**src/crop_config.svh**
```systemverilog
// crop block configuration
// counter widths, adjust steps, blank margins and adjust channel scancodes
`ifndef CROP_CONFIG_SVH
`define CROP_CONFIG_SVH

//////////////////////////////
// widths
`define COORD_W      12       // pixel and line counters, crop offsets
`define MODE_SEQ_W   7        // geometry change counter

//////////////////////////////
// adjust steps and blank margins
`define HSTEP        4        // pixels per left/right press
`define VSTEP        1        // lines per up/down press
`define FHBL_START   8        // forced hblank ends here
`define FHBL_BACK    8        // forced hblank starts this far before line end
`define FVBL_START   1        // forced vblank ends on this line
`define FVBL_BACK    3        // forced vblank starts this many lines before frame end
`define SOFT_H_LEAD  2        // soft hblank lead, covers the output pipeline
`define SOFT_V_LEAD  1

//////////////////////////////
// adjust channel
`define ADJ_TYPE     3        // kbd_type of the adjust channel
`define KEY_RESET    8'h41    // backspace
`define KEY_UP       8'h4c
`define KEY_DOWN     8'h4d
`define KEY_LEFT     8'h4f
`define KEY_RIGHT    8'h4e
`define KEY_ALT_ON0  8'h64    // left alt press
`define KEY_ALT_ON1  8'h65    // right alt press
`define KEY_ALT_OFF0 8'he4    // release codes
`define KEY_ALT_OFF1 8'he5

`endif

```
**src/keys_pkg.sv**
```systemverilog
// keyboard side types
// raw scancode and type bytes and the decoded crop adjust command

package keys_pkg;

	typedef logic [7:0] scancode_t;  // one keyboard byte
	typedef logic [1:0] kbd_type_t;  // selects keyboard, mouse or adjust data

	// crop adjust commands after decode
	typedef enum logic [2:0] {
		ADJ_NONE,
		ADJ_RESET,    // all offsets to zero
		ADJ_UP,
		ADJ_DOWN,
		ADJ_LEFT,
		ADJ_RIGHT,
		ADJ_ALT_ON,   // modifier moves bottom/right instead
		ADJ_ALT_OFF
	} adj_cmd_t;

endpackage

```
**src/video_pkg.sv**
```systemverilog
// raster types
// coordinates, resolution code and the measured frame geometry
`include "crop_config.svh"

package video_pkg;

	//////////////////////////////
	// scalar types
	typedef logic [`COORD_W-1:0] coord_t;  // pixel or line count
	typedef logic [1:0]          res_t;    // resolution code from the video source

	//////////////////////////////
	// frame geometry, 26 bits
	typedef struct packed {
		coord_t hsize;  // active pixels per line
		coord_t vsize;  // active lines, both fields
		res_t   res;
	} geom_t;

endpackage
```
**src/crop_if.sv**
```systemverilog
// crop offset bundle
// the four user crop offsets from the adjust block to the h and v timers
`timescale 1ns/100ps

interface crop_if;
	import video_pkg::*;

	coord_t crop_left;          // pixels cut after hblank end
	coord_t crop_right;         // shift of soft hblank start
	coord_t crop_top_lines;     // lines cut after vblank end
	coord_t crop_bottom_lines;  // shift of soft vblank start

	modport owner (
		output crop_left,
		output crop_right,
		output crop_top_lines,
		output crop_bottom_lines
	);

	modport user (
		input crop_left,
		input crop_right,
		input crop_top_lines,
		input crop_bottom_lines
	);

endinterface

```
**src/crop_adjust.sv**
```systemverilog
// crop offset control
// decodes adjust scancodes with an alt modifier and loads host presets by req/ack
`timescale 1ns/100ps
`include "crop_config.svh"

module crop_adjust (
	input  logic                clk_28,
	input  logic                rst_n,
	input  keys_pkg::scancode_t kbd_data,
	input  keys_pkg::kbd_type_t kbd_type,
	input  logic                kbd_stb,
	input  logic                load_req,
	input  video_pkg::coord_t   preset_left,
	input  video_pkg::coord_t   preset_right,
	input  video_pkg::coord_t   preset_top,
	input  video_pkg::coord_t   preset_bottom,
	output logic                load_ack,
	crop_if.owner               crop
);
	import keys_pkg::*;
	import video_pkg::*;

	localparam coord_t HSTEP_C = coord_t'(`HSTEP);
	localparam coord_t VSTEP_C = coord_t'(`VSTEP);

	adj_cmd_t cmd_dec, cmd_q;
	logic     adj_stb, stb_q, key_hit;
	logic     alt;                       // modifier held

	assign adj_stb = kbd_stb & (kbd_type == kbd_type_t'(`ADJ_TYPE));

	always_comb begin
		case (kbd_data)
			`KEY_RESET:                  cmd_dec = ADJ_RESET;
			`KEY_UP:                     cmd_dec = ADJ_UP;
			`KEY_DOWN:                   cmd_dec = ADJ_DOWN;
			`KEY_LEFT:                   cmd_dec = ADJ_LEFT;
			`KEY_RIGHT:                  cmd_dec = ADJ_RIGHT;
			`KEY_ALT_ON0, `KEY_ALT_ON1:   cmd_dec = ADJ_ALT_ON;
			`KEY_ALT_OFF0, `KEY_ALT_OFF1: cmd_dec = ADJ_ALT_OFF;
			default:                     cmd_dec = ADJ_NONE;  // other keys ignored
		endcase
	end

	always_ff @(posedge clk_28) begin
		cmd_q <= cmd_dec;                    // byte stable while strobe high
	end

	always_ff @(posedge clk_28) begin
		if (!rst_n) begin
			stb_q                  <= 1'b0;
			key_hit                <= 1'b0;
			alt                    <= 1'b0;
			load_ack               <= 1'b0;
			crop.crop_left         <= '0;
			crop.crop_right        <= '0;
			crop.crop_top_lines    <= '0;
			crop.crop_bottom_lines <= '0;
		end else begin
			stb_q    <= adj_stb;
			key_hit  <= adj_stb & ~stb_q;      // one command per strobe rise
			load_ack <= load_req;              // ack follows req one cycle later

			if (key_hit) begin
				case (cmd_q)
					ADJ_RESET: begin
						crop.crop_left         <= '0;
						crop.crop_right        <= '0;
						crop.crop_top_lines    <= '0;
						crop.crop_bottom_lines <= '0;
					end
					ADJ_UP: begin
						if (alt)
							crop.crop_bottom_lines <= crop.crop_bottom_lines + VSTEP_C;
						else
							crop.crop_top_lines <= crop.crop_top_lines + VSTEP_C;
					end
					ADJ_DOWN: begin
						if (alt)
							crop.crop_bottom_lines <= crop.crop_bottom_lines - VSTEP_C;
						else
							crop.crop_top_lines <= crop.crop_top_lines - VSTEP_C;
					end
					ADJ_LEFT: begin
						if (alt)
							crop.crop_right <= crop.crop_right + HSTEP_C;
						else
							crop.crop_left <= crop.crop_left + HSTEP_C;
					end
					ADJ_RIGHT: begin
						if (alt)
							crop.crop_right <= crop.crop_right - HSTEP_C;
						else
							crop.crop_left <= crop.crop_left - HSTEP_C;
					end
					ADJ_ALT_ON:  alt <= 1'b1;
					ADJ_ALT_OFF: alt <= 1'b0;
					default: ;
				endcase
			end

			// new request, copy presets; overrides a key in the same cycle
			if (load_req && !load_ack) begin
				crop.crop_left         <= preset_left;
				crop.crop_right        <= preset_right;
				crop.crop_top_lines    <= preset_top;
				crop.crop_bottom_lines <= preset_bottom;
			end
		end
	end

endmodule

```
**src/crop_top.sv**
```systemverilog
// video crop and blanking top
// raster measurement, crop adjust and display enable with geometry report
`timescale 1ns/100ps
`include "crop_config.svh"

module crop_top (
	input  logic                   clk_28,
	input  logic                   rst_n,
	input  logic                   hs,
	input  logic                   vs,
	input  logic                   hblank,
	input  logic                   vblank,
	input  logic                   field1,
	input  video_pkg::res_t        res,
	input  keys_pkg::scancode_t    kbd_data,
	input  keys_pkg::kbd_type_t    kbd_type,
	input  logic                   kbd_stb,
	input  logic                   load_req,
	input  video_pkg::coord_t      preset_left,
	input  video_pkg::coord_t      preset_right,
	input  video_pkg::coord_t      preset_top,
	input  video_pkg::coord_t      preset_bottom,
	output logic                   de,
	output logic                   load_ack,
	output video_pkg::coord_t      crop_left,
	output video_pkg::coord_t      crop_right,
	output video_pkg::coord_t      crop_top_lines,
	output video_pkg::coord_t      crop_bottom_lines,
	output video_pkg::coord_t      hsize,
	output video_pkg::coord_t      vsize,
	output video_pkg::res_t        geom_res,
	output logic [`MODE_SEQ_W-1:0] mode_seq
);
	import video_pkg::*;

	logic   hbl, hde;                    // line blank and registered enable
	logic   first_line, vblank_any;
	coord_t meas_hsize, meas_vsize;      // live measurements
	geom_t  geom;                        // frame-start snapshot

	crop_if i_crop_if ();

	crop_adjust i_adjust (
		.clk_28        (clk_28),
		.rst_n         (rst_n),
		.kbd_data      (kbd_data),
		.kbd_type      (kbd_type),
		.kbd_stb       (kbd_stb),
		.load_req      (load_req),
		.preset_left   (preset_left),
		.preset_right  (preset_right),
		.preset_top    (preset_top),
		.preset_bottom (preset_bottom),
		.load_ack      (load_ack),
		.crop          (i_crop_if.owner)
	);

	hcrop_timer i_htimer (
		.clk_28     (clk_28),
		.rst_n      (rst_n),
		.hs         (hs),
		.hblank     (hblank),
		.first_line (first_line),
		.crop       (i_crop_if.user),
		.hbl        (hbl),
		.hde        (hde),
		.hsize      (meas_hsize)
	);

	vcrop_timer i_vtimer (
		.clk_28     (clk_28),
		.rst_n      (rst_n),
		.vs         (vs),
		.vblank     (vblank),
		.field1     (field1),
		.hs         (hs),
		.hbl        (hbl),
		.hde        (hde),
		.crop       (i_crop_if.user),
		.first_line (first_line),
		.vblank_any (vblank_any),
		.vsize      (meas_vsize),
		.de         (de)
	);

	mode_watch i_mode (
		.clk_28     (clk_28),
		.rst_n      (rst_n),
		.vblank_any (vblank_any),
		.hsize      (meas_hsize),
		.vsize      (meas_vsize),
		.res        (res),
		.geom       (geom),
		.mode_seq   (mode_seq)
	);

	// offsets out for the host
	assign crop_left         = i_crop_if.crop_left;
	assign crop_right        = i_crop_if.crop_right;
	assign crop_top_lines    = i_crop_if.crop_top_lines;
	assign crop_bottom_lines = i_crop_if.crop_bottom_lines;

	// snapshot split into plain ports
	assign hsize    = geom.hsize;
	assign vsize    = geom.vsize;
	assign geom_res = geom.res;

endmodule

```
**src/hcrop_timer.sv**
```systemverilog
// horizontal crop timer
// measures the line from hsync and hblank, builds soft and forced line blank
`timescale 1ns/100ps
`include "crop_config.svh"

module hcrop_timer (
	input  logic              clk_28,
	input  logic              rst_n,
	input  logic              hs,          // active low
	input  logic              hblank,
	input  logic              first_line,  // first active line of field 0
	crop_if.user              crop,
	output logic              hbl,         // full line blank
	output logic              hde,
	output video_pkg::coord_t hsize
);
	import video_pkg::*;

	coord_t hcnt;                     // pixel position from hsync
	coord_t hend, hsta, hmax;         // blank end, blank start, line length
	coord_t shbl_off, shbl_on;
	coord_t fhbl_on;
	logic   old_hs, old_hblank;
	logic   hs_fall, hblank_rise, hblank_fall;
	logic   shbl, fhbl;               // soft and forced blank

	assign hs_fall     = old_hs & ~hs;
	assign hblank_rise = ~old_hblank & hblank;
	assign hblank_fall = old_hblank & ~hblank;

	// soft blank edges follow the crop offsets
	assign shbl_off = hend + crop.crop_left - coord_t'(`SOFT_H_LEAD);
	assign shbl_on  = hsta + crop.crop_right - coord_t'(`SOFT_H_LEAD);
	assign fhbl_on  = hmax - coord_t'(`FHBL_BACK);

	assign hbl = fhbl | shbl | ~hs;  // sync always blanks

	always_ff @(posedge clk_28) begin
		if (!rst_n) begin
			old_hs     <= 1'b1;
			old_hblank <= 1'b0;
			hcnt       <= '0;
			hend       <= '0;
			hsta       <= '0;
			hmax       <= '0;
			shbl       <= 1'b1;
			fhbl       <= 1'b1;
			hsize      <= '0;
			hde        <= 1'b0;
		end else begin
			old_hs     <= hs;
			old_hblank <= hblank;

			if (!hs)
				hcnt <= '0;                          // held at zero during sync
			else
				hcnt <= hcnt + 1'b1;

			if (hblank_fall) hend <= hcnt;         // first active pixel
			if (hblank_rise) hsta <= hcnt;         // first blank pixel
			if (hs_fall)     hmax <= hcnt;         // whole line

			if (hcnt == shbl_off) shbl <= 1'b0;
			if (hcnt == shbl_on)  shbl <= 1'b1;    // start wins on a tie

			// forced edges hide the line ends
			if (hcnt == coord_t'(`FHBL_START)) fhbl <= 1'b0;
			if (hcnt == fhbl_on)               fhbl <= 1'b1;

			if (hblank_rise && first_line)
				hsize <= hcnt - hend;                // active run of the first line

			hde <= ~hbl;
		end
	end

endmodule

```
**src/mode_watch.sv**
```systemverilog
// geometry monitor
// snapshots the frame geometry at frame start and counts mode changes
`timescale 1ns/100ps
`include "crop_config.svh"

module mode_watch (
	input  logic                  clk_28,
	input  logic                  rst_n,
	input  logic                  vblank_any,
	input  video_pkg::coord_t     hsize,
	input  video_pkg::coord_t     vsize,
	input  video_pkg::res_t       res,
	output video_pkg::geom_t      geom,
	output logic [`MODE_SEQ_W-1:0] mode_seq
);
	import video_pkg::*;

	geom_t geom_now;                     // live measurement
	logic  old_vbl;
	logic  frame_start;

	assign geom_now    = {hsize, vsize, res};
	assign frame_start = old_vbl & ~vblank_any;

	always_ff @(posedge clk_28) begin
		if (!rst_n) begin
			old_vbl  <= 1'b0;
			geom     <= '0;
			mode_seq <= '0;
		end else begin
			old_vbl <= vblank_any;
			if (frame_start) begin
				geom <= geom_now;
				if (geom != geom_now)
					mode_seq <= mode_seq + 1'b1;  // count only real changes
			end
		end
	end

endmodule

```
**src/vcrop_timer.sv**
```systemverilog
// vertical crop timer
// counts lines, measures blank per field, builds vertical blank and display enable
`timescale 1ns/100ps
`include "crop_config.svh"

module vcrop_timer (
	input  logic              clk_28,
	input  logic              rst_n,
	input  logic              vs,          // active low
	input  logic              vblank,
	input  logic              field1,
	input  logic              hs,          // active low
	input  logic              hbl,
	input  logic              hde,
	crop_if.user              crop,
	output logic              first_line,
	output logic              vblank_any,
	output video_pkg::coord_t vsize,
	output logic              de
);
	import video_pkg::*;

	coord_t vcnt;                        // line number from vsync
	coord_t vend, vsta, vmax;            // field 0 measurements
	coord_t f1_vend, f1_vsize;           // field 1 measurements
	coord_t svbl_off, svbl_on, fvbl_on;
	logic   old_vs, old_hs, old_vbl, old_hbl;
	logic   vs_fall, hs_fall, vbl_rise, vbl_fall, hbl_fall;
	logic   svbl, fvbl;

	assign vblank_any = vblank | ~vs;

	assign vs_fall  = old_vs & ~vs;
	assign hs_fall  = old_hs & ~hs;
	assign vbl_rise = ~old_vbl & vblank_any;
	assign vbl_fall = old_vbl & ~vblank_any;
	assign hbl_fall = old_hbl & ~hbl;

	assign svbl_off = vend + crop.crop_top_lines - coord_t'(`SOFT_V_LEAD);
	assign svbl_on  = vsta + crop.crop_bottom_lines - coord_t'(`SOFT_V_LEAD);
	assign fvbl_on  = vmax - coord_t'(`FVBL_BACK);

	// vend is the count before the line step at blank end
	assign first_line = ~field1 & ~vblank_any & (vcnt == vend + 1'b1);
	assign de         = hde & ~(fvbl | svbl);

	always_ff @(posedge clk_28) begin
		if (!rst_n) begin
			old_vs   <= 1'b1;
			old_hs   <= 1'b1;
			old_vbl  <= 1'b0;
			old_hbl  <= 1'b0;
			vcnt     <= '0;
			vend     <= '0;
			vsta     <= '0;
			vmax     <= '0;
			f1_vend  <= '0;
			f1_vsize <= '0;
			vsize    <= '0;
			svbl     <= 1'b1;
			fvbl     <= 1'b1;
		end else begin
			old_vs  <= vs;
			old_hs  <= hs;
			old_vbl <= vblank_any;
			old_hbl <= hbl;

			if (!vs)
				vcnt <= '0;
			else if (hs_fall)
				vcnt <= vcnt + 1'b1;                 // one per line

			if (!field1) begin
				if (vbl_fall) vend <= vcnt;
				if (vbl_rise) vsta <= vcnt;
				if (vs_fall)  vmax <= vcnt;          // frame length in lines
				if (vbl_rise) begin
					vsize    <= vcnt - vend + f1_vsize;  // both fields
					f1_vsize <= '0;
				end
			end else begin
				if (vbl_fall) f1_vend  <= vcnt;
				if (vbl_rise) f1_vsize <= vcnt - f1_vend;
			end

			// blank state moves only at line start
			if (hbl_fall) begin
				if (vcnt == svbl_off) svbl <= 1'b0;
				if (vcnt == svbl_on)  svbl <= 1'b1;
				if (vcnt == coord_t'(`FVBL_START)) fvbl <= 1'b0;
				if (vcnt == fvbl_on)               fvbl <= 1'b1;
			end
		end
	end

endmodule

```
**config.mk**
```make
export PLATFORM = sky130hd
export DESIGN_NAME = crop_top
export DESIGN_NICKNAME = d
export VERILOG_FILES = /design/src/keys_pkg.sv /design/src/video_pkg.sv /design/src/crop_if.sv /design/src/crop_adjust.sv /design/src/crop_top.sv /design/src/hcrop_timer.sv /design/src/mode_watch.sv /design/src/vcrop_timer.sv
export VERILOG_INCLUDE_DIRS = /design/src
export SDC_FILE = /design/constraint.sdc
export NUM_CORES = 1
export LEC_CHECK = 0
export ABC_AREA = 1
export BUFFER_PORTS_ARGS = -buffer_cell sky130_fd_sc_hd__buf_2
export CAP_MARGIN = 30
export CELL_PAD_IN_SITES_DETAIL_PLACEMENT = 1
export CELL_PAD_IN_SITES_GLOBAL_PLACEMENT = 2
export CORE_ASPECT_RATIO = 0.5
export CORE_UTILIZATION = 37
export CTS_CLUSTER_SIZE = 12
export DETAILED_ROUTE_END_ITERATION = 7
export GPL_ROUTABILITY_DRIVEN = 0
export MAX_ROUTING_LAYER = met4
export PLACE_DENSITY = 0.94
export SYNTH_ARGS = -nofsm -noshare
export SYNTH_HDL_FRONTEND = slang
export SYNTH_SLANG_ARGS = --single-unit
```
**constraint.sdc**
```tcl
create_clock -name clk_28 -period 9 [get_ports clk_28]
set_clock_uncertainty 0.15 [all_clocks]
set_input_delay 0.45 -clock clk_28 [delete_from_list [all_inputs] [get_ports clk_28]]
set_output_delay 0.45 -clock clk_28 [all_outputs]
set_load 0.02 [all_outputs]
```
Word level (Yosys, flattened, before mapping)
Cells that the tools add are included.
Storage, ports and cells
  bits in registers: 242
  output and inout port bits: 83
  bits of input ports: 69
Cells by class
  mux-type cells: 29
  bitwise gates (word level): 27
  $add $sub $neg: 26
  reductions and logical operators: 27
  equal/unequal tests: 35
Operator list (number)
  two-way mux 12 bit: 19
  one-hot mux 12 bit (3 select lines): 4
  == test 12 bit: 7
  adder 12 x 1 -> 12 bit (second input constant): 5
  adder 12 bit: 5
  == test 8 x 7 -> 1 bit (second input constant): 7
  subtractor 12 x 1 -> 12 bit (second input constant): 4
  subtractor 12 bit: 3
  subtractor 12 x 2 -> 12 bit (second input constant): 3
  inequality test 26 bit: 1
  adder 12 x 3 -> 12 bit (second input constant): 2
  subtractor 12 x 3 -> 12 bit (second input constant): 2
  one-hot mux 3 bit (7 select lines): 1
  AND reduction 2 bit: 10
  == test 8 bit (second input constant): 2
  AND reduction 4 bit: 4
  bitwise AND 1 bit: 12
  == test 12 x 1 -> 1 bit (second input constant): 1
  == test 12 x 4 -> 1 bit (second input constant): 1
  == test 3 bit (second input constant): 4
  inequality test 3 x 1 -> 1 bit (second input constant): 4
  inequality test 3 bit (second input constant): 4
  subtractor 12 x 4 -> 12 bit (second input constant): 1
  NOT 1 bit: 11
  other kinds (12): 27

Depth between registers and ports, before layout
Gate-level depths: netlist of the first run.
  depth in word-level cells: 6
  mapped depth: 18
  depth with buffers taken out: 18

Cells and area by module
A second synthesis of the first run with hierarchy kept.
Unflattened totals
  cell total of the unflattened synthesis: 2917
  area total of the unflattened synthesis: 18990.7 µm²
By module, submodules not included
  vcrop_timer: cells each 1082, area each 7350.8 µm², sequential area each 1801.7 µm², times used 1
  hcrop_timer: cells each 818, area each 5301.3 µm², sequential area each 1301.2 µm², times used 1
  crop_adjust: cells each 746, area each 4609.4 µm², sequential area each 1101.1 µm², times used 1
  mode_watch: cells each 271, area each 1729.2 µm², sequential area each 680.7 µm², times used 1

Worst setup path after synthesis of the first run
Ideal clock, no wire load.
  path type: reg2reg
  start point: reg i_adjust.cmd_q[1]
  end point: reg i_adjust.crop.crop_bottom_lines[7]
  arrival time: 2.850 ns
  slack: 5.881 ns
  required time: 8.731 ns
  library setup time: 0.119 ns
  cell stages (with the launch flop): 13
  clock period less this slack: 3.119 ns
  cell sequence: dfxtp_1 > inv_2 > nor2_1 > inv_1 > nor2_1 > ha_1 > a21oi_1 > o21ai_0 > nor2_1 > o21ai_0 > or2_2 > nand3_1 > a21oi_1
On the way
  longest elaborated chain between the ends: 4
  elaborated cells on any way between the ends: 10
  those cells by class: 5 x eq/ne; 3 x mux; 2 x reduce/logical
Ends and longest elaborated chain
  start: declaration: RTL line crop_adjust.sv:26  | adj_cmd_t cmd_dec, cmd_q;
  start signal: assignment: RTL line crop_adjust.sv:46  | cmd_q <= cmd_dec;
  == test 3 x 2 -> 1 bit or == test 3 x 1 -> 1 bit (tied branches): RTL line crop_adjust.sv:65  | case (cmd_q)
  one-hot mux 12 bit (3 select lines): RTL line crop_adjust.sv:65
  two-way mux 12 bit: RTL line crop_adjust.sv:64  | if (key_hit) begin
  two-way mux 12 bit: RTL line crop_adjust.sv:103  | if (load_req && !load_ack) begin
  end signal: assignment: RTL line crop_adjust.sv:74  | crop.crop_bottom_lines <= crop.crop_bottom_lines + VSTEP_C;
  end signal: assignment: RTL line crop_adjust.sv:80  | crop.crop_bottom_lines <= crop.crop_bottom_lines - VSTEP_C;
  end signal: assignment: RTL line crop_adjust.sv:107  | crop.crop_bottom_lines <= preset_bottom;
  end: declaration: RTL line crop_if.sv:17  | output crop_bottom_lines
Parallel ways exist; a longest one is shown, timed or not. The select of a mux whose other input is x is not followed.
A chain may end at the register's enable or synchronous reset.

Worst setup path after layout of the first run
  start point: in load_req
  end point: reg i_adjust.crop.crop_bottom_lines[9]
On the way
  longest elaborated chain between the ends: 3
  elaborated cells on any way between the ends: 7
  those cells by class: 2 x eq/ne; 1 x mux; 4 x reduce/logical
Ends and longest elaborated chain
  start: declaration: RTL line crop_top.sv:18  | input logic load_req,
  logical AND 1 bit *: RTL line crop_adjust.sv:103
  inequality test 3 x 1 -> 1 bit (no source line), or another cell as far along
  AND reduction 4 bit (no source line)
Every way passes the cells marked *; elsewhere a longest branch is shown, timed or not.

==> results.txt, run 1 <==
----------------------------------------------------
[Route]
  Residual antenna-violating net count after detailed routing ... 0
  Via/cell ratio ... approximately 5.2
  Post-DR wirelength/cell ... between 15 and 20 um
  First-pass detailed-route iteration total ... 5
  Total DRC errors in the routed layout ... 0
  Routed wire length ... between 50 and 60 mm
  Detailed Route Iter0 Violations ... 828
  DR vias ... between 15000 and 20000

[Yosys]
  Post-Synth XOR/XNOR Area ... 0.0805
  Top flip-flop cell by instance count after synthesis ... sky130_fd_sc_hd__dfxtp_1
  Count of flip-flops with a built-in enable after synthesis ... 0
  Netlist Area Pre-Place ... between 15000 and 20000 sq um
  Area share of fa/ha/maj cells after synthesis ... 0.138
  Count of warnings emitted by yosys ... 0
  Number of nets in the synthesized netlist ... approximately 2800
  Post-synthesis sequential element count ... 242
  Post-synthesis simple-gate area fraction ... 0.206
  Synth Area in Compound Gates ... 0.191
  Number of unique standard cell types used by synthesis ... 45
  Share of cell area taken by muxes after synthesis ... 0
  Fraction of registers with async set or reset after synthesis ... 0
  Post-synthesis sequential area ratio ... 0.272
  Cells after synthesis ... about 2600
  Mean instance size in the synthesized netlist ... between 6 and 7 sq um
  Main combinational cell family by area after synthesis ... simple AND/OR/NAND/NOR gates

[Critical path]
  Critical R2R Capture ... i_vtimer.vsize[8]$_SDFFE_PN0P_
  Launch point of the critical path ... load_req
  Worst EP arrival ... 3.86 ns
  Stage delay of the slowest cell on the critical path ... 0.70 ns
  Logic depth of the worst path, buffers included ... 11
  Setup slack of the worst register-to-register path ... approximately 5.5 ns
  Worst-path cell with the longest stage delay ... sky130_fd_sc_hd__o21ai_2
  Ordered list of cells on the worst path ... dlygate4sd3_1, buf_2, inv_1, nor2_4, buf_4, nor2_1, inv_2, o21ai_2, inv_1, o21ai_0, a21oi_1
  Category of the worst setup path launch point ... input pin
  Critical-path maximum fanout ... between 50 and 60
  Critical path type ... input pin to flip-flop
  Endpoint class of the critical path ... flip-flop
  Reg-to-reg startpoint ... i_vtimer.vcnt[3]$_SDFFE_PN0P_
  CP Buf/Inv Count ... 6
  Depth of the most critical reg-to-reg path ... 11
  Kind of cell with the highest combined delay on the critical path ... buffers and inverters
  CP most frequent cell ... sky130_fd_sc_hd__inv_1
  Worst Setup EP ... i_adjust.crop.crop_bottom_lines[9]$_SDFFE_PN0P_
  Required time of the worst setup path ... around 9.3 ns

[Layout]
  Fraction of layout instances using a drive strength above 1 ... 0.0923
  Area growth from synthesis to final layout ... 13.3%
  Leading cell type in the layout, fill and taps excluded ... sky130_fd_sc_hd__nand2_1
  Final core utilization ... 0.427
  Highest-count cells in the layout ignoring fill and taps ... sky130_fd_sc_hd__nand2_1 (424), sky130_fd_sc_hd__inv_1 (423), sky130_fd_sc_hd__a21oi_1 (320)
  Nets@finish ... approximately 3000
  Antenna cells ... 0

[Die]
  Die width ... around 310 um
  Standard-cell rows ... 56
  Top-Level Pins ... 152
  Area of the placeable core ... approximately 47000 sq um
  Die Footprint ... between 40000 and 50000 sq um
  Height of the die ... about 160 um
  Starting utilization of the core area ... 0.377

[Clock network]
  Clock insertion delay at the later pin of the skew report ... ~0.56 ns
  Number of H-tree branching levels ... 1
  Post-cts gate resize count ... 0
  CTS tree ... built
  Total clock buffers created by CTS ... 27
  Clock slew seen by the registers of the worst setup and hold paths ... ~0.060 ns
  Num Clock Sinks ... roughly 240
  Max clock buf depth ... 3
  Clk Tree Root Cell ... sky130_fd_sc_hd__clkbuf_16

[STA]
  Setup repair after global routing missed its margin ... no
  Worst Max-Slew Pin Slew ... just under 0.9 ns
  Post-route minimum period ... between 3 and 4 ns
  Relative slew slack ... 0.404
  Total Neg Setup Slack ... 0 ns
  Worst hold slack ... approximately 0.020 ns
  Fin. max-slew vios ... 0
  Final hold viol count ... 0
  # setup viols final ... 0
  Achievable frequency ... 279 MHz
  Fin crit share ... 0.398

[Power]
  Worst-case vdd ir drop ... between 100 and 150 uV
  Areal power density over the cells ... 158 nW/um^2
  Lkg Pwr ... 0.00967 uW
  Total power after layout ... around 3200 uW

[Global route]
  Total congestion overflow after global routing ... 0
  Global-route wire length before repair ... approximately 94 mm
  Initial antenna violation count ... 0
  Vias in the first global route ... about 18000
  Pin count of the biggest net entering global routing ... 67
  GRT Util Overall ... 0.244

[Min path]
  Path category of the worst min-delay check ... input pin to flip-flop
  Start point of the worst min-delay path ... kbd_data[0]

[Placed design]
  Port-buffer cells ... around 150
  HPWL reported at the end of detailed placement ... approximately 45 mm

[Run]
  Number of maximum-capacitance constraint violations ... 0

[Outcome]
  Result of the run ... completed

----------------------------------------------------
[how the worst min path moves through the flow]
stage | to | slack, ns | depth (start not counted)
floorplan | i_adjust.key_hit$_SDFF_PN0_ | 0.22 | 1
global placement | i_adjust.key_hit$_SDFF_PN0_ | 0.23 | 1
detailed placement | i_adjust.key_hit$_SDFF_PN0_ | 0.23 | 1
CTS | i_adjust.cmd_q[0]$_DFF_P_ | 0.002 | 2
global route | i_adjust.cmd_q[0]$_DFF_P_ | 0.03 | 2
finish | i_adjust.cmd_q[0]$_DFF_P_ | 0.02 | 2
[metal layers]
layer,global-route usage,vias to the layer above,wire length [um]
li1,-,8730,-
met1,0.316,8509,28300
met2,0.413,222,27500
met3,0.0262,67,1870
met4,0.0488,0,1050
met5,-,-,0
[state kept, by name (all words and copies together), names as in the netlist, 3 cells and up]
| name | count |
|---|---|
| i_adjust.cmd_q | 3 |
| i_mode.geom | 26 |
| i_htimer.hcnt | 12 |
| i_vtimer.vmax | 12 |
| i_adjust.crop.crop_left | 12 |
| i_vtimer.vend | 12 |
| i_htimer.hsta | 12 |
| i_adjust.crop.crop_right | 12 |
| i_htimer.hmax | 12 |
| i_htimer.hsize | 12 |
| i_vtimer.vsta | 12 |
| i_vtimer.vsize | 12 |
| i_mode.mode_seq | 7 |
| i_vtimer.f1_vend | 12 |
| i_adjust.crop.crop_bottom_lines | 12 |
| i_htimer.hend | 12 |
| i_vtimer.vcnt | 12 |
| i_adjust.crop.crop_top_lines | 12 |
| i_vtimer.f1_vsize | 12 |
[cell usage after synthesis, types with 4 or more instances]
| library cell | instances | area (sq um) |
|---|---|---|
| sky130_fd_sc_hd__clkinv_1 | 7 | 26.3 |
| sky130_fd_sc_hd__clkbuf_1 | 67 | 251 |
| sky130_fd_sc_hd__o21a_1 | 5 | 37.5 |
| sky130_fd_sc_hd__buf_2 | 12 | 60.1 |
| sky130_fd_sc_hd__or2_2 | 15 | 93.8 |
| sky130_fd_sc_hd__nor2_1 | 170 | 638 |
| sky130_fd_sc_hd__nor2_2 | 7 | 43.8 |
| sky130_fd_sc_hd__nor4_1 | 4 | 25.0 |
| sky130_fd_sc_hd__dfxtp_1 | 242 | 4840 |
| sky130_fd_sc_hd__o21ai_0 | 237 | 1190 |
| sky130_fd_sc_hd__o21bai_1 | 10 | 75.1 |
| sky130_fd_sc_hd__inv_2 | 8 | 30.0 |
| sky130_fd_sc_hd__ha_1 | 162 | 2030 |
| sky130_fd_sc_hd__nor3_1 | 33 | 165 |
| sky130_fd_sc_hd__a21o_1 | 14 | 105 |
| sky130_fd_sc_hd__a211oi_1 | 10 | 75.1 |
| sky130_fd_sc_hd__nor2_4 | 5 | 56.3 |
| sky130_fd_sc_hd__nand3_1 | 122 | 611 |
| sky130_fd_sc_hd__nand4_1 | 46 | 288 |
| sky130_fd_sc_hd__a21oi_1 | 320 | 1600 |
| sky130_fd_sc_hd__xnor2_1 | 62 | 543 |
| sky130_fd_sc_hd__xor2_1 | 99 | 867 |
| sky130_fd_sc_hd__a31oi_1 | 6 | 37.5 |
| sky130_fd_sc_hd__nand2_1 | 424 | 1590 |
| sky130_fd_sc_hd__a221oi_1 | 14 | 123 |
| sky130_fd_sc_hd__inv_1 | 424 | 1590 |
| sky130_fd_sc_hd__nand3b_1 | 13 | 97.6 |
| sky130_fd_sc_hd__fa_1 | 21 | 420 |
| sky130_fd_sc_hd__a22oi_1 | 5 | 37.5 |
[power by group]
group          switching (uW)  internal, uW
clock                     477           659
combinational             542           327
sequential               53.1          1120
[stage by stage]
stage	setup WS, ns	cell area, sq um	std cells
finish	5.42	20100	3368
global route	5.15	20100	3368
CTS	5.52	20100	3366
detailed placement	5.53	19100	3307
global placement	5.61	19100	3306
floorplan	5.88	17800	2592
[repair_timing]
action	CTS	global route
buffers inserted	0	0
endpoints found under the hold margin	13	0
endpoints found under the setup margin	0	0
hold buffers	15	0
[cells by family (layout without fill, tap and decap cells)]
group,after synthesis,after routing
DFF,242,242
adders and majority gates,183,183
AOI/OAI and AO/OA,636,636
buffers and inverters,523,661
and+or+nand+nor,846,846
xor gates and xnor gates,162,162
[worst reg2reg max path: stages (launching register included)]
cell and delay, ns:
sky130_fd_sc_hd__dfxtp_1 0.69, sky130_fd_sc_hd__clkinv_1 0.46, sky130_fd_sc_hd__fa_1 0.60, sky130_fd_sc_hd__inv_1 0.04, sky130_fd_sc_hd__ha_1 0.32, sky130_fd_sc_hd__a21oi_1 0.27, sky130_fd_sc_hd__o21ai_0 0.18, sky130_fd_sc_hd__a21oi_1 0.24
sky130_fd_sc_hd__o21bai_1 0.12, sky130_fd_sc_hd__xor2_1 0.15, sky130_fd_sc_hd__o21ai_0 0.15, sky130_fd_sc_hd__inv_1 0.05
[final cells by class]
cell class | count | area, sq um
Clock buffer | 37 | 783
Tap cell | 638 | 798
Timing Repair Buffer | 178 | 1020
Multi-Input combinational cell | 1827 | 11000
Clock inverter | 7 | 91.3
Inverter | 439 | 1650
Sequential cell | 242 | 4840
Fill cell | 6150 | 27000
Note: power is estimated with default switching activity, not from simulation.
==> run 2, diff against run 1 <==
- ABC_AREA: 1 -> 0
- CORE_UTILIZATION: 37 -> 36
- PLACE_DENSITY: 0.94 -> 0.89
- clock period: 9 -> 3.3 ns (I/O delays scaled with it)
==> run 2 against run 1 <==
Net effect: area after synthesis fell by 2.6%; core utilization rose by 1.0 points; die area rose by 0.15%; count of clock-buffer cells in the layout did not move; first-iteration DRC count fell by 13%; wire length fell by 7.2%; flip-flop and latch count did not move; combinational power rose by 75%; register-to-register slack got worse by 5.4 ns; largest cell class unchanged; cell area rose by 2.5%; hold slack improved by 0.0078 ns.
==> results.txt, run 2 <==
----------------------------------------------------
[Global route]
  Initial antenna violation count ... 3 (was 0)
  Vias in the first global route ... 16800 (was 17600)
  Global-route wire length before repair ... 88.2 mm (was 93.9 mm)
  GRT Util Overall ... 0.227 (was 0.244)
  Total congestion overflow after global routing ... 0 (unchanged)
  Pin count of the biggest net entering global routing ... 87 (was 67)

[Power]
  Combinational cell fraction of total power ... 0.203 (was 0.273)
  Power Internal ... 5260 uW (was 2110 uW)
  NetSw ... 2230 uW (was 1070 uW)
  Sequential cell fraction of total power ... 0.409 (was 0.370)
  Areal power density over the cells ... 363 nW/um^2 (was 158 nW/um^2)
  Relative contribution of the clock network to total power ... 0.389 (was 0.357)
  Worst-case vdd ir drop ... 303 uV (was 127 uV)
  Proportion of total power due to net switching ... 0.298 (was 0.337)
  Lkg Pwr ... 0.00854 uW (was 0.00967 uW)

[STA]
  Post-route minimum period ... 3.24 ns
  Fin. max-slew vios ... 0 (unchanged)
  Achievable frequency ... 309 MHz
  # setup viols final ... 0 (unchanged)
  Fin crit share ... 0.982
  Worst hold slack ... 0.0282 ns (was 0.0204 ns)
  Crit path setup slack, layout ... 0.0596 ns (was 5.42 ns)
  Relative slew slack ... 0.335 (was 0.404)
  Setup repair after global routing missed its margin ... yes (was no)
  Final hold viol count ... 0 (unchanged)
  Worst Max-Slew Pin Slew ... 0.994 ns (was 0.892 ns)

[Die]
  Die Footprint ... 49100 sq um (was 49000 sq um)
  Height of the die ... 157 um (about the same)
  Area of the placeable core ... 47200 sq um (unchanged)
  Top-Level Pins ... 152 (unchanged)
  Standard-cell rows ... 56 (unchanged)
  Starting utilization of the core area ... 0.368 (was 0.377)
  Die width ... 312 um (about the same)

[Critical path]
  Kind of cell with the highest combined delay on the critical path ... simple AND/OR/NAND/NOR gates (was buffers and inverters)
  Setup slack of the worst register-to-register path ... 0.06 ns (was 5.48 ns)
  Critical-path maximum fanout ... 2 (was 51)
  CP Buf/Inv Count ... 3 (was 6)
  Ordered list of cells on the worst path ... inv_2, ha_4, inv_2, ha_4, inv_2, fa_2, nor2b_2, o21a_1, or3_4, a2111oi_4, nand3_1, or4_1, a221o_1 (was dlygate4sd3_1, buf_2, inv_1, nor2_4, buf_4, nor2_1, inv_2, o21ai_2, inv_1, o21ai_0, a21oi_1)
  Critical path type ... flip-flop to flip-flop (was input pin to flip-flop)
  CP most frequent cell ... sky130_fd_sc_hd__inv_2 (was sky130_fd_sc_hd__inv_1)
  Category of the worst setup path launch point ... flip-flop (was input pin)
  Worst EP arrival ... 3.53 ns (was 3.86 ns)
  Depth of the most critical reg-to-reg path ... 13 (was 11)
  Critical R2R Capture ... i_vtimer.svbl$_SDFFE_PN1P_ (was i_vtimer.vsize[8]$_SDFFE_PN0P_)
  Worst Setup EP ... i_vtimer.svbl$_SDFFE_PN1P_ (was i_adjust.crop.crop_bottom_lines[9]$_SDFFE_PN0P_)
  Worst-path cell with the longest stage delay ... sky130_fd_sc_hd__or4_1 (was sky130_fd_sc_hd__o21ai_2)
  Launch point of the critical path ... i_adjust.crop.crop_top_lines[1]$_SDFFE_PN0P_ (was load_req)
  Logic depth of the worst path, buffers included ... 13 (was 11)
  Required time of the worst setup path ... 3.59 ns (was 9.28 ns)
  Stage delay of the slowest cell on the critical path ... 0.48 ns (was 0.70 ns)
  Reg-to-reg startpoint ... i_adjust.crop.crop_top_lines[1]$_SDFFE_PN0P_ (was i_vtimer.vcnt[3]$_SDFFE_PN0P_)
  Endpoint class of the critical path ... flip-flop (unchanged)

[Clock network]
  CTS tree ... built (unchanged)
  Total clock buffers created by CTS ... 26 (was 27)
  Clock slew seen by the registers of the worst setup and hold paths ... 0.06 ns (about the same)
  Number of H-tree branching levels ... 1 (unchanged)
  Num Clock Sinks ... 242 (unchanged)
  Clock insertion delay at the later pin of the skew report ... 0.57 ns (was 0.56 ns)
  Clk Tree Root Cell ... sky130_fd_sc_hd__clkbuf_16 (unchanged)
  Max clock buf depth ... 3 (unchanged)

[Yosys]
  Post-synthesis sequential area ratio ... 0.280 (was 0.272)
  Number of nets in the synthesized netlist ... 2502 (was 2844)
  Number of unique standard cell types used by synthesis ... 74 (was 45)
  Cells after synthesis ... 2250 (was 2592)
  Fraction of registers with async set or reset after synthesis ... 0 (unchanged)
  Mean instance size in the synthesized netlist ... 7.70 sq um (was 6.86 sq um)
  Top flip-flop cell by instance count after synthesis ... sky130_fd_sc_hd__dfxtp_1 (unchanged)
  Ranking of synthesized cells by instance count ... sky130_fd_sc_hd__nand2_1 (323), sky130_fd_sc_hd__inv_1 (256), sky130_fd_sc_hd__dfxtp_1 (242), sky130_fd_sc_hd__a21oi_1 (229), sky130_fd_sc_hd__xnor2_1 (174) (was sky130_fd_sc_hd__inv_1 (424), sky130_fd_sc_hd__nand2_1 (424), sky130_fd_sc_hd__a21oi_1 (320), sky130_fd_sc_hd__dfxtp_1 (242), sky130_fd_sc_hd__o21ai_0 (237))
  Most frequent cell after synthesis ... sky130_fd_sc_hd__nand2_1
  Netlist Area Pre-Place ... 17300 sq um (was 17800 sq um)
  Count of warnings emitted by yosys ... 0 (unchanged)
  Post-synthesis sequential element count ... 242 (unchanged)
  Top-area cell type share of the netlist area ... 0.280 (was 0.272)
  Yosys top cell by area ... sky130_fd_sc_hd__dfxtp_1 (unchanged)
  Leading cell types by total area after synthesis ... sky130_fd_sc_hd__dfxtp_1 (28%), sky130_fd_sc_hd__ha_1 (12%), sky130_fd_sc_hd__xnor2_1 (8.8%), sky130_fd_sc_hd__nand2_1 (7.0%), sky130_fd_sc_hd__a21oi_1 (6.6%) (was sky130_fd_sc_hd__dfxtp_1 (27%), sky130_fd_sc_hd__ha_1 (11%), sky130_fd_sc_hd__a21oi_1 (9.0%), sky130_fd_sc_hd__inv_1 (8.9%), sky130_fd_sc_hd__nand2_1 (8.9%))
  Count of flip-flops with a built-in enable after synthesis ... 0 (unchanged)

[Route]
  Total DRC errors in the routed layout ... 0 (unchanged)
  Detailed Route Iter0 Violations ... 720 (was 828)
  DR vias ... 16400 (was 17500)
  First-pass detailed-route iteration total ... 5 (unchanged)
  Routed wire length ... 54.5 mm (was 58.8 mm)
  Via/cell ratio ... 5.26 (was 5.20)
  Residual antenna-violating net count after detailed routing ... 0 (unchanged)
  Post-DR wirelength/cell ... 17.5 um (about the same)

[Run]
  Number of maximum-capacitance constraint violations ... 0 (unchanged)

[Layout]
  Fraction of layout instances using a drive strength above 1 ... 0.127 (was 0.0923)
  Highest-count cells in the layout ignoring fill and taps ... sky130_fd_sc_hd__nand2_1 (322), sky130_fd_sc_hd__inv_1 (251), sky130_fd_sc_hd__dfxtp_1 (235) (was sky130_fd_sc_hd__nand2_1 (424), sky130_fd_sc_hd__inv_1 (423), sky130_fd_sc_hd__a21oi_1 (320))
  Post-Layout Cell Count ... 3119 (was 3368)
  Area growth from synthesis to final layout ... 19.1% (was 13.3%)
  Register ranked first by flip-flop count ... i_mode.geom (unchanged)
  Leading cell type in the layout, fill and taps excluded ... sky130_fd_sc_hd__nand2_1 (unchanged)
  Flip-flop count of the largest register, all copies and words added ... 26 (unchanged)
  Nets@finish ... 2716 (was 2967)
  Finished Cell Area ... 20600 sq um (was 20100 sq um)

[Placed design]
  HPWL reported at the end of detailed placement ... 39.7 mm (was 45.2 mm)
  Post-Place Worst Slack ... -0.0510 ns (was 5.53 ns)
  Standard cell area after detailed placement ... 19000 sq um (was 19100 sq um)
  Port-buffer cells ... 151 (unchanged)
  Instance count after placement with tap cells included ... 3004 (was 3307)

[Outcome]
  Result of the run ... completed (unchanged)

[Min path]
  Path category of the worst min-delay check ... input pin to flip-flop (unchanged)

----------------------------------------------------
[run 2: changes by cell type after synthesis, sizes merged, moves of 45 or more]
| cell | previous run | this run |
|---|---|---|
| a21oi | 320 | 229 |
| inv | 432 | 257 |
| nand2 | 427 | 323 |
| nand3 | 124 | 52 |
| nor2 | 182 | 102 |
| o21ai | 242 | 72 |
| xnor2 | 62 | 175 |
| xor2 | 99 | 54 |
[run 2: cells by family after synthesis]
logic type,Yosys count,share of synthesized area
compound gates,505,0.179
xor+xnor,229,0.118
fa+ha+maj,183,0.141
buf+inv,364,0.0795
flops,242,0.280
mux,17,0.00989
simple gates,710,0.193
[run 2: final cells by class]
class                   instances  area (sq um)
fillers                      5842         26500
multi-input cells            1644         11200
flip-flops and latches        242          4850
repair buffers                292          1980
inverters                     258           973
well taps                     638           798
clock buffers                  37           733
clock inverters                 7          60.1
diodes                          1          2.50
[run 2: worst min-delay path by stage]
stage	endpoint	start	cells past startpoint	slack, ns
6_report	i_vtimer.vsize[9]$_SDFFE_PN0P_	rst_n	4	0.03
5_1_grt	i_vtimer.vsize[9]$_SDFFE_PN0P_	rst_n	4	0.03
4_1_cts	i_vtimer.vsize[9]$_SDFFE_PN0P_	rst_n	4	0.002
3_5_place_dp	i_adjust.key_hit$_SDFF_PN0_	i_adjust.stb_q$_SDFF_PN0_	1	0.24
3_3_place_gp	i_adjust.key_hit$_SDFF_PN0_	i_adjust.stb_q$_SDFF_PN0_	1	0.23
2_1_floorplan	i_adjust.cmd_q[1]$_DFF_P_	kbd_data[1]	1	0.09
[run 2: metal layers]
metal | up-vias | part of all wire | global-route usage
li1 | 8084 | - | -
met1 | 8040 | 0.47 | 0.285
met2 | 188 | 0.47 | 0.385
met3 | 87 | 0.027 | 0.0260
met4 | 0 | 0.026 | 0.0623
met5 | - | 0 | -
[run 2: per-stage QoR]
| stage | TNS [ns] | power (uW) | util |
|---|---|---|---|
| detailed placement | -0.0510 | 4530 | 0.404 |
| floorplan | 0 | 4120 | - |
| CTS | 0 | 7530 | 0.436 |
| global placement | -0.0767 | 4490 | 0.404 |
| global route | -0.0797 | 7830 | 0.438 |
| finish | 0 | 7490 | 0.438 |
[run 2: power by group through the flow]
stage                     clock [uW]  combinational, uW  sequential (uW)
after floorplan                    0                963             3160
after global placement             0               1370             3120
after detailed placement           0               1410             3120
after CTS                       2980               1490             3060
after global routing            3080               1690             3070
final                           2910               1520             3060
[run 2: what timing repair did]
action / in CTS / in global routing
pin swaps: 10 / 6
endpoints found under the setup margin: 2 / 12
gates resized for setup: 15 / 19
endpoints found under the hold margin: 69 / 0
buffers inserted: 1 / 2
hold buffers: 67 / 0
[run 2: tightest hold or removal path, cell delays in order]
cell and delay, ns:
sky130_fd_sc_hd__buf_2 0.15, sky130_fd_sc_hd__buf_4 0.20, sky130_fd_sc_hd__nand4_1 0.08, sky130_fd_sc_hd__o21ai_0 0.07
==> run 3, diff against run 2 <==
- ABC_AREA: 0 -> 1
- CORE_UTILIZATION: 36 -> 34
- PLACE_DENSITY: 0.89 -> 0.88
==> run 3 against run 2 <==
Net effect: die area grew 8.6%; wire length grew 13%; via count grew 8.9%; global-route usage grew 1.2 points; critical endpoint is now i_adjust.crop.crop_bottom_lines[7]$_SDFFE_PN0P_.
==> results.txt, run 3 (synthesis results as in run 1) <==
----------------------------------------------------
[Clock network]
  Num Clock Sinks ... 242 (unchanged)
  Clock insertion delay at the later pin of the skew report ... 0.57 ns (about the same)
  Clk Tree Root Cell ... sky130_fd_sc_hd__clkbuf_16 (unchanged)
  Total clock buffers created by CTS ... 27 (was 26)
  Number of H-tree branching levels ... 1 (unchanged)
  Clock slew seen by the registers of the worst setup and hold paths ... 0.07 ns (was 0.06 ns)
  Number of buffers inserted by hold repair at cts ... 71 (was 67)
  CTS tree ... built (unchanged)
  Max clock buf depth ... 3 (unchanged)
  Post-CTS Setup Repair Bufs ... 0 (was 1)
  Post-cts gate resize count ... 0 (was 15)

[Critical path]
  Endpoint class of the critical path ... flip-flop (unchanged)
  Category of the worst setup path launch point ... flip-flop (unchanged)
  Required time of the worst setup path ... 3.61 ns (was 3.59 ns)
  Critical R2R Capture ... i_adjust.crop.crop_bottom_lines[7]$_SDFFE_PN0P_ (was i_vtimer.svbl$_SDFFE_PN1P_)
  Setup slack of the worst register-to-register path ... 0.41 ns (was 0.06 ns)
  Worst EP arrival ... 3.20 ns (was 3.53 ns)
  Critical-path maximum fanout ... 12 (was 2)
  Reg-to-reg startpoint ... i_adjust.cmd_q[1]$_DFF_P_ (was i_adjust.crop.crop_top_lines[1]$_SDFFE_PN0P_)
  Critical path type ... flip-flop to flip-flop (unchanged)
  Depth of the most critical reg-to-reg path ... 12 (was 13)

[Power]
  Worst-case vdd ir drop ... 335 uV (was 303 uV)
  Power Internal ... 5820 uW (was 5260 uW)
  Proportion of total power due to net switching ... 0.340 (was 0.298)
  Relative contribution of the clock network to total power ... 0.361 (was 0.389)
  Areal power density over the cells ... 419 nW/um^2 (was 363 nW/um^2)
  Lkg Pwr ... 0.0101 uW (was 0.00854 uW)
  Combinational cell fraction of total power ... 0.277 (was 0.203)
  Sequential cell fraction of total power ... 0.362 (was 0.409)
  NetSw ... 3000 uW (was 2230 uW)

[Layout]
  Highest-count cells in the layout ignoring fill and taps ... sky130_fd_sc_hd__nand2_1 (424), sky130_fd_sc_hd__inv_1 (423), sky130_fd_sc_hd__a21oi_1 (320) (was sky130_fd_sc_hd__nand2_1 (322), sky130_fd_sc_hd__inv_1 (251), sky130_fd_sc_hd__dfxtp_1 (235))
  Flip-flop count of the largest register, all copies and words added ... 26 (unchanged)
  Post-Layout Cell Count ... 3515 (was 3119)
  Area growth from synthesis to final layout ... 18.3% (was 19.1%)
  Antenna cells ... 0 (was 1)
  Nets@finish ... 3062 (was 2716)
  Leading cell type in the layout, fill and taps excluded ... sky130_fd_sc_hd__nand2_1 (unchanged)
  Fraction of layout instances using a drive strength above 1 ... 0.102 (was 0.127)
  Area of all sequential standard cells ... 4840 sq um (was 4850 sq um)
  Layout filler cell count ... 6570 (was 5842)
  Multi-input gate area ... 11000 sq um (was 11200 sq um)
  Register ranked first by flip-flop count ... i_mode.geom (unchanged)

[Die]
  Standard-cell rows ... 58 (was 56)
  Die width ... 325 um (was 312 um)
  Starting utilization of the core area ... 0.349 (was 0.368)
  Area of the placeable core ... 50900 sq um (was 47200 sq um)
  Top-Level Pins ... 152 (unchanged)
  Die Footprint ... 53300 sq um (was 49100 sq um)
  Height of the die ... 164 um (was 157 um)

[Global route]
  GRT Util Overall ... 0.238 (was 0.227)
  Vias in the first global route ... 18300 (was 16800)
  Total congestion overflow after global routing ... 0 (unchanged)
  Initial antenna violation count ... 0 (was 3)
  Pin count of the biggest net entering global routing ... 90 (was 87)
  Global-route wire length before repair ... 99.4 mm (was 88.2 mm)

[Min path]
  Endpoint with the worst hold slack ... i_adjust.load_ack$_SDFF_PN0_ (was i_vtimer.vsize[9]$_SDFFE_PN0P_)
  Start point of the worst min-delay path ... load_req (was rst_n)
  Path category of the worst min-delay check ... input pin to flip-flop (unchanged)
  Cell depth of the worst hold path ... 4 (unchanged)

[Route]
  Detailed Route Iter0 Violations ... 916 (was 720)
  Total DRC errors in the routed layout ... 0 (unchanged)
  Post-DR wirelength/cell ... 17.5 um (about the same)
  Routed wire length ... 61.5 mm (was 54.5 mm)
  Residual antenna-violating net count after detailed routing ... 0 (unchanged)
  Via/cell ratio ... 5.08 (was 5.26)
  DR vias ... 17900 (was 16400)
  First-pass detailed-route iteration total ... 5 (unchanged)

[Placed design]
  Port-buffer cells ... 151 (unchanged)
  HPWL reported at the end of detailed placement ... 46.6 mm (was 39.7 mm)
  Instance count after placement with tap cells included ... 3400 (was 3004)

[STA]
  Fin crit share ... 0.875 (was 0.982)
  Post-route minimum period ... 2.89 ns (was 3.24 ns)
  Achievable frequency ... 346 MHz (was 309 MHz)
  # setup viols final ... 0 (unchanged)
  Relative slew slack ... 0.346 (was 0.335)
  Worst Max-Slew Pin Slew ... 0.981 ns (was 0.994 ns)
  Total Neg Setup Slack ... 0 ns (unchanged)
  Setup repair after global routing missed its margin ... no (was yes)
  Fin. max-slew vios ... 0 (unchanged)
  Final hold viol count ... 0 (unchanged)

[Outcome]
  Result of the run ... completed (unchanged)

[Run]
  Number of maximum-capacitance constraint violations ... 0 (unchanged)

----------------------------------------------------
## run 3: cell count changes in the layout (fill, tap and decap cells not counted), moves of 21 or more
cell	change
sky130_fd_sc_hd__o21ai_0	+171
sky130_fd_sc_hd__a211oi_1	-21
sky130_fd_sc_hd__inv_1	+172
sky130_fd_sc_hd__buf_4	-22
sky130_fd_sc_hd__a21oi_1	+94
sky130_fd_sc_hd__xor2_1	+46
sky130_fd_sc_hd__or3_1	-22
sky130_fd_sc_hd__nor2_1	+66
sky130_fd_sc_hd__xnor2_1	-111
sky130_fd_sc_hd__nand3_1	+70
sky130_fd_sc_hd__nand2_1	+102
sky130_fd_sc_hd__a22oi_1	-27
## run 3: per-stage QoR
stage | worst slack [ns] | hold WS (ns) | total power (uW) | cell area, sq um | util
floorplan | 0.181 | 0.108 | 4960 | 17800 | -
global placement | 0.543 | 0.213 | 5560 | 19500 | 0.382
detailed placement | 0.492 | 0.223 | 5620 | 19500 | 0.382
CTS | 0.465 | 0.154 | 8910 | 21000 | 0.413
global route | 0.127 | 0.186 | 9370 | 21000 | 0.413
finish | 0.413 | 0.178 | 8820 | 21000 | 0.413
## run 3: final cells by class
class	count	share of cell area
clock inverter	8	0.00577
multi-input combinational	1827	0.521
sequential	242	0.230
inverter	439	0.0783
clock buffer	36	0.0356
tap	690	0.0410
timing repair buffer	273	0.0880
## run 3: how the worst max path moves through the flow
| stage | startpoint | end | slack (ns) |
|---|---|---|---|
| floorplan | i_adjust.cmd_q[1]$_DFF_P_ | i_adjust.crop.crop_bottom_lines[7]$_SDFFE_PN0P_ | 0.18 |
| finish | i_adjust.cmd_q[1]$_DFF_P_ | i_adjust.crop.crop_bottom_lines[7]$_SDFFE_PN0P_ | 0.41 |
| detailed placement | i_adjust.cmd_q[1]$_DFF_P_ | i_adjust.crop.crop_bottom_lines[7]$_SDFFE_PN0P_ | 0.49 |
| CTS | i_adjust.cmd_q[1]$_DFF_P_ | i_adjust.crop.crop_top_lines[6]$_SDFFE_PN0P_ | 0.47 |
| global route | i_adjust.cmd_q[1]$_DFF_P_ | i_adjust.crop.crop_top_lines[6]$_SDFFE_PN0P_ | 0.13 |
| global placement | i_adjust.cmd_q[1]$_DFF_P_ | i_adjust.crop.crop_bottom_lines[7]$_SDFFE_PN0P_ | 0.54 |
## run 3: critical path, stage by stage (launching register included)
cell and delay, ns:
sky130_fd_sc_hd__dfxtp_1 0.39, sky130_fd_sc_hd__inv_2 0.05, sky130_fd_sc_hd__nor2_1 0.09, sky130_fd_sc_hd__inv_1 0.07, sky130_fd_sc_hd__nor2_2 0.50, sky130_fd_sc_hd__ha_1 0.43
sky130_fd_sc_hd__a21oi_1 0.22, sky130_fd_sc_hd__o21ai_0 0.13, sky130_fd_sc_hd__nor2_1 0.18, sky130_fd_sc_hd__o21ai_0 0.14, sky130_fd_sc_hd__or2_2 0.30, sky130_fd_sc_hd__nand3_1 0.07
sky130_fd_sc_hd__a21oi_1 0.06
## run 3: power by group through the flow
stage	clock network [uW]	registers, uW	logic (uW)
after detailed placement	0	3260	2360
after global routing	3380	3210	2780
final	3180	3200	2440
after global placement	0	3260	2310
after floorplan	0	3290	1670
after CTS	3260	3200	2450
## run 3: layer usage
layer  global-route usage  share of wire
met2                0.396           0.46
met1                0.314           0.49
met3               0.0273          0.032
met4               0.0495          0.021
met5                    -              0
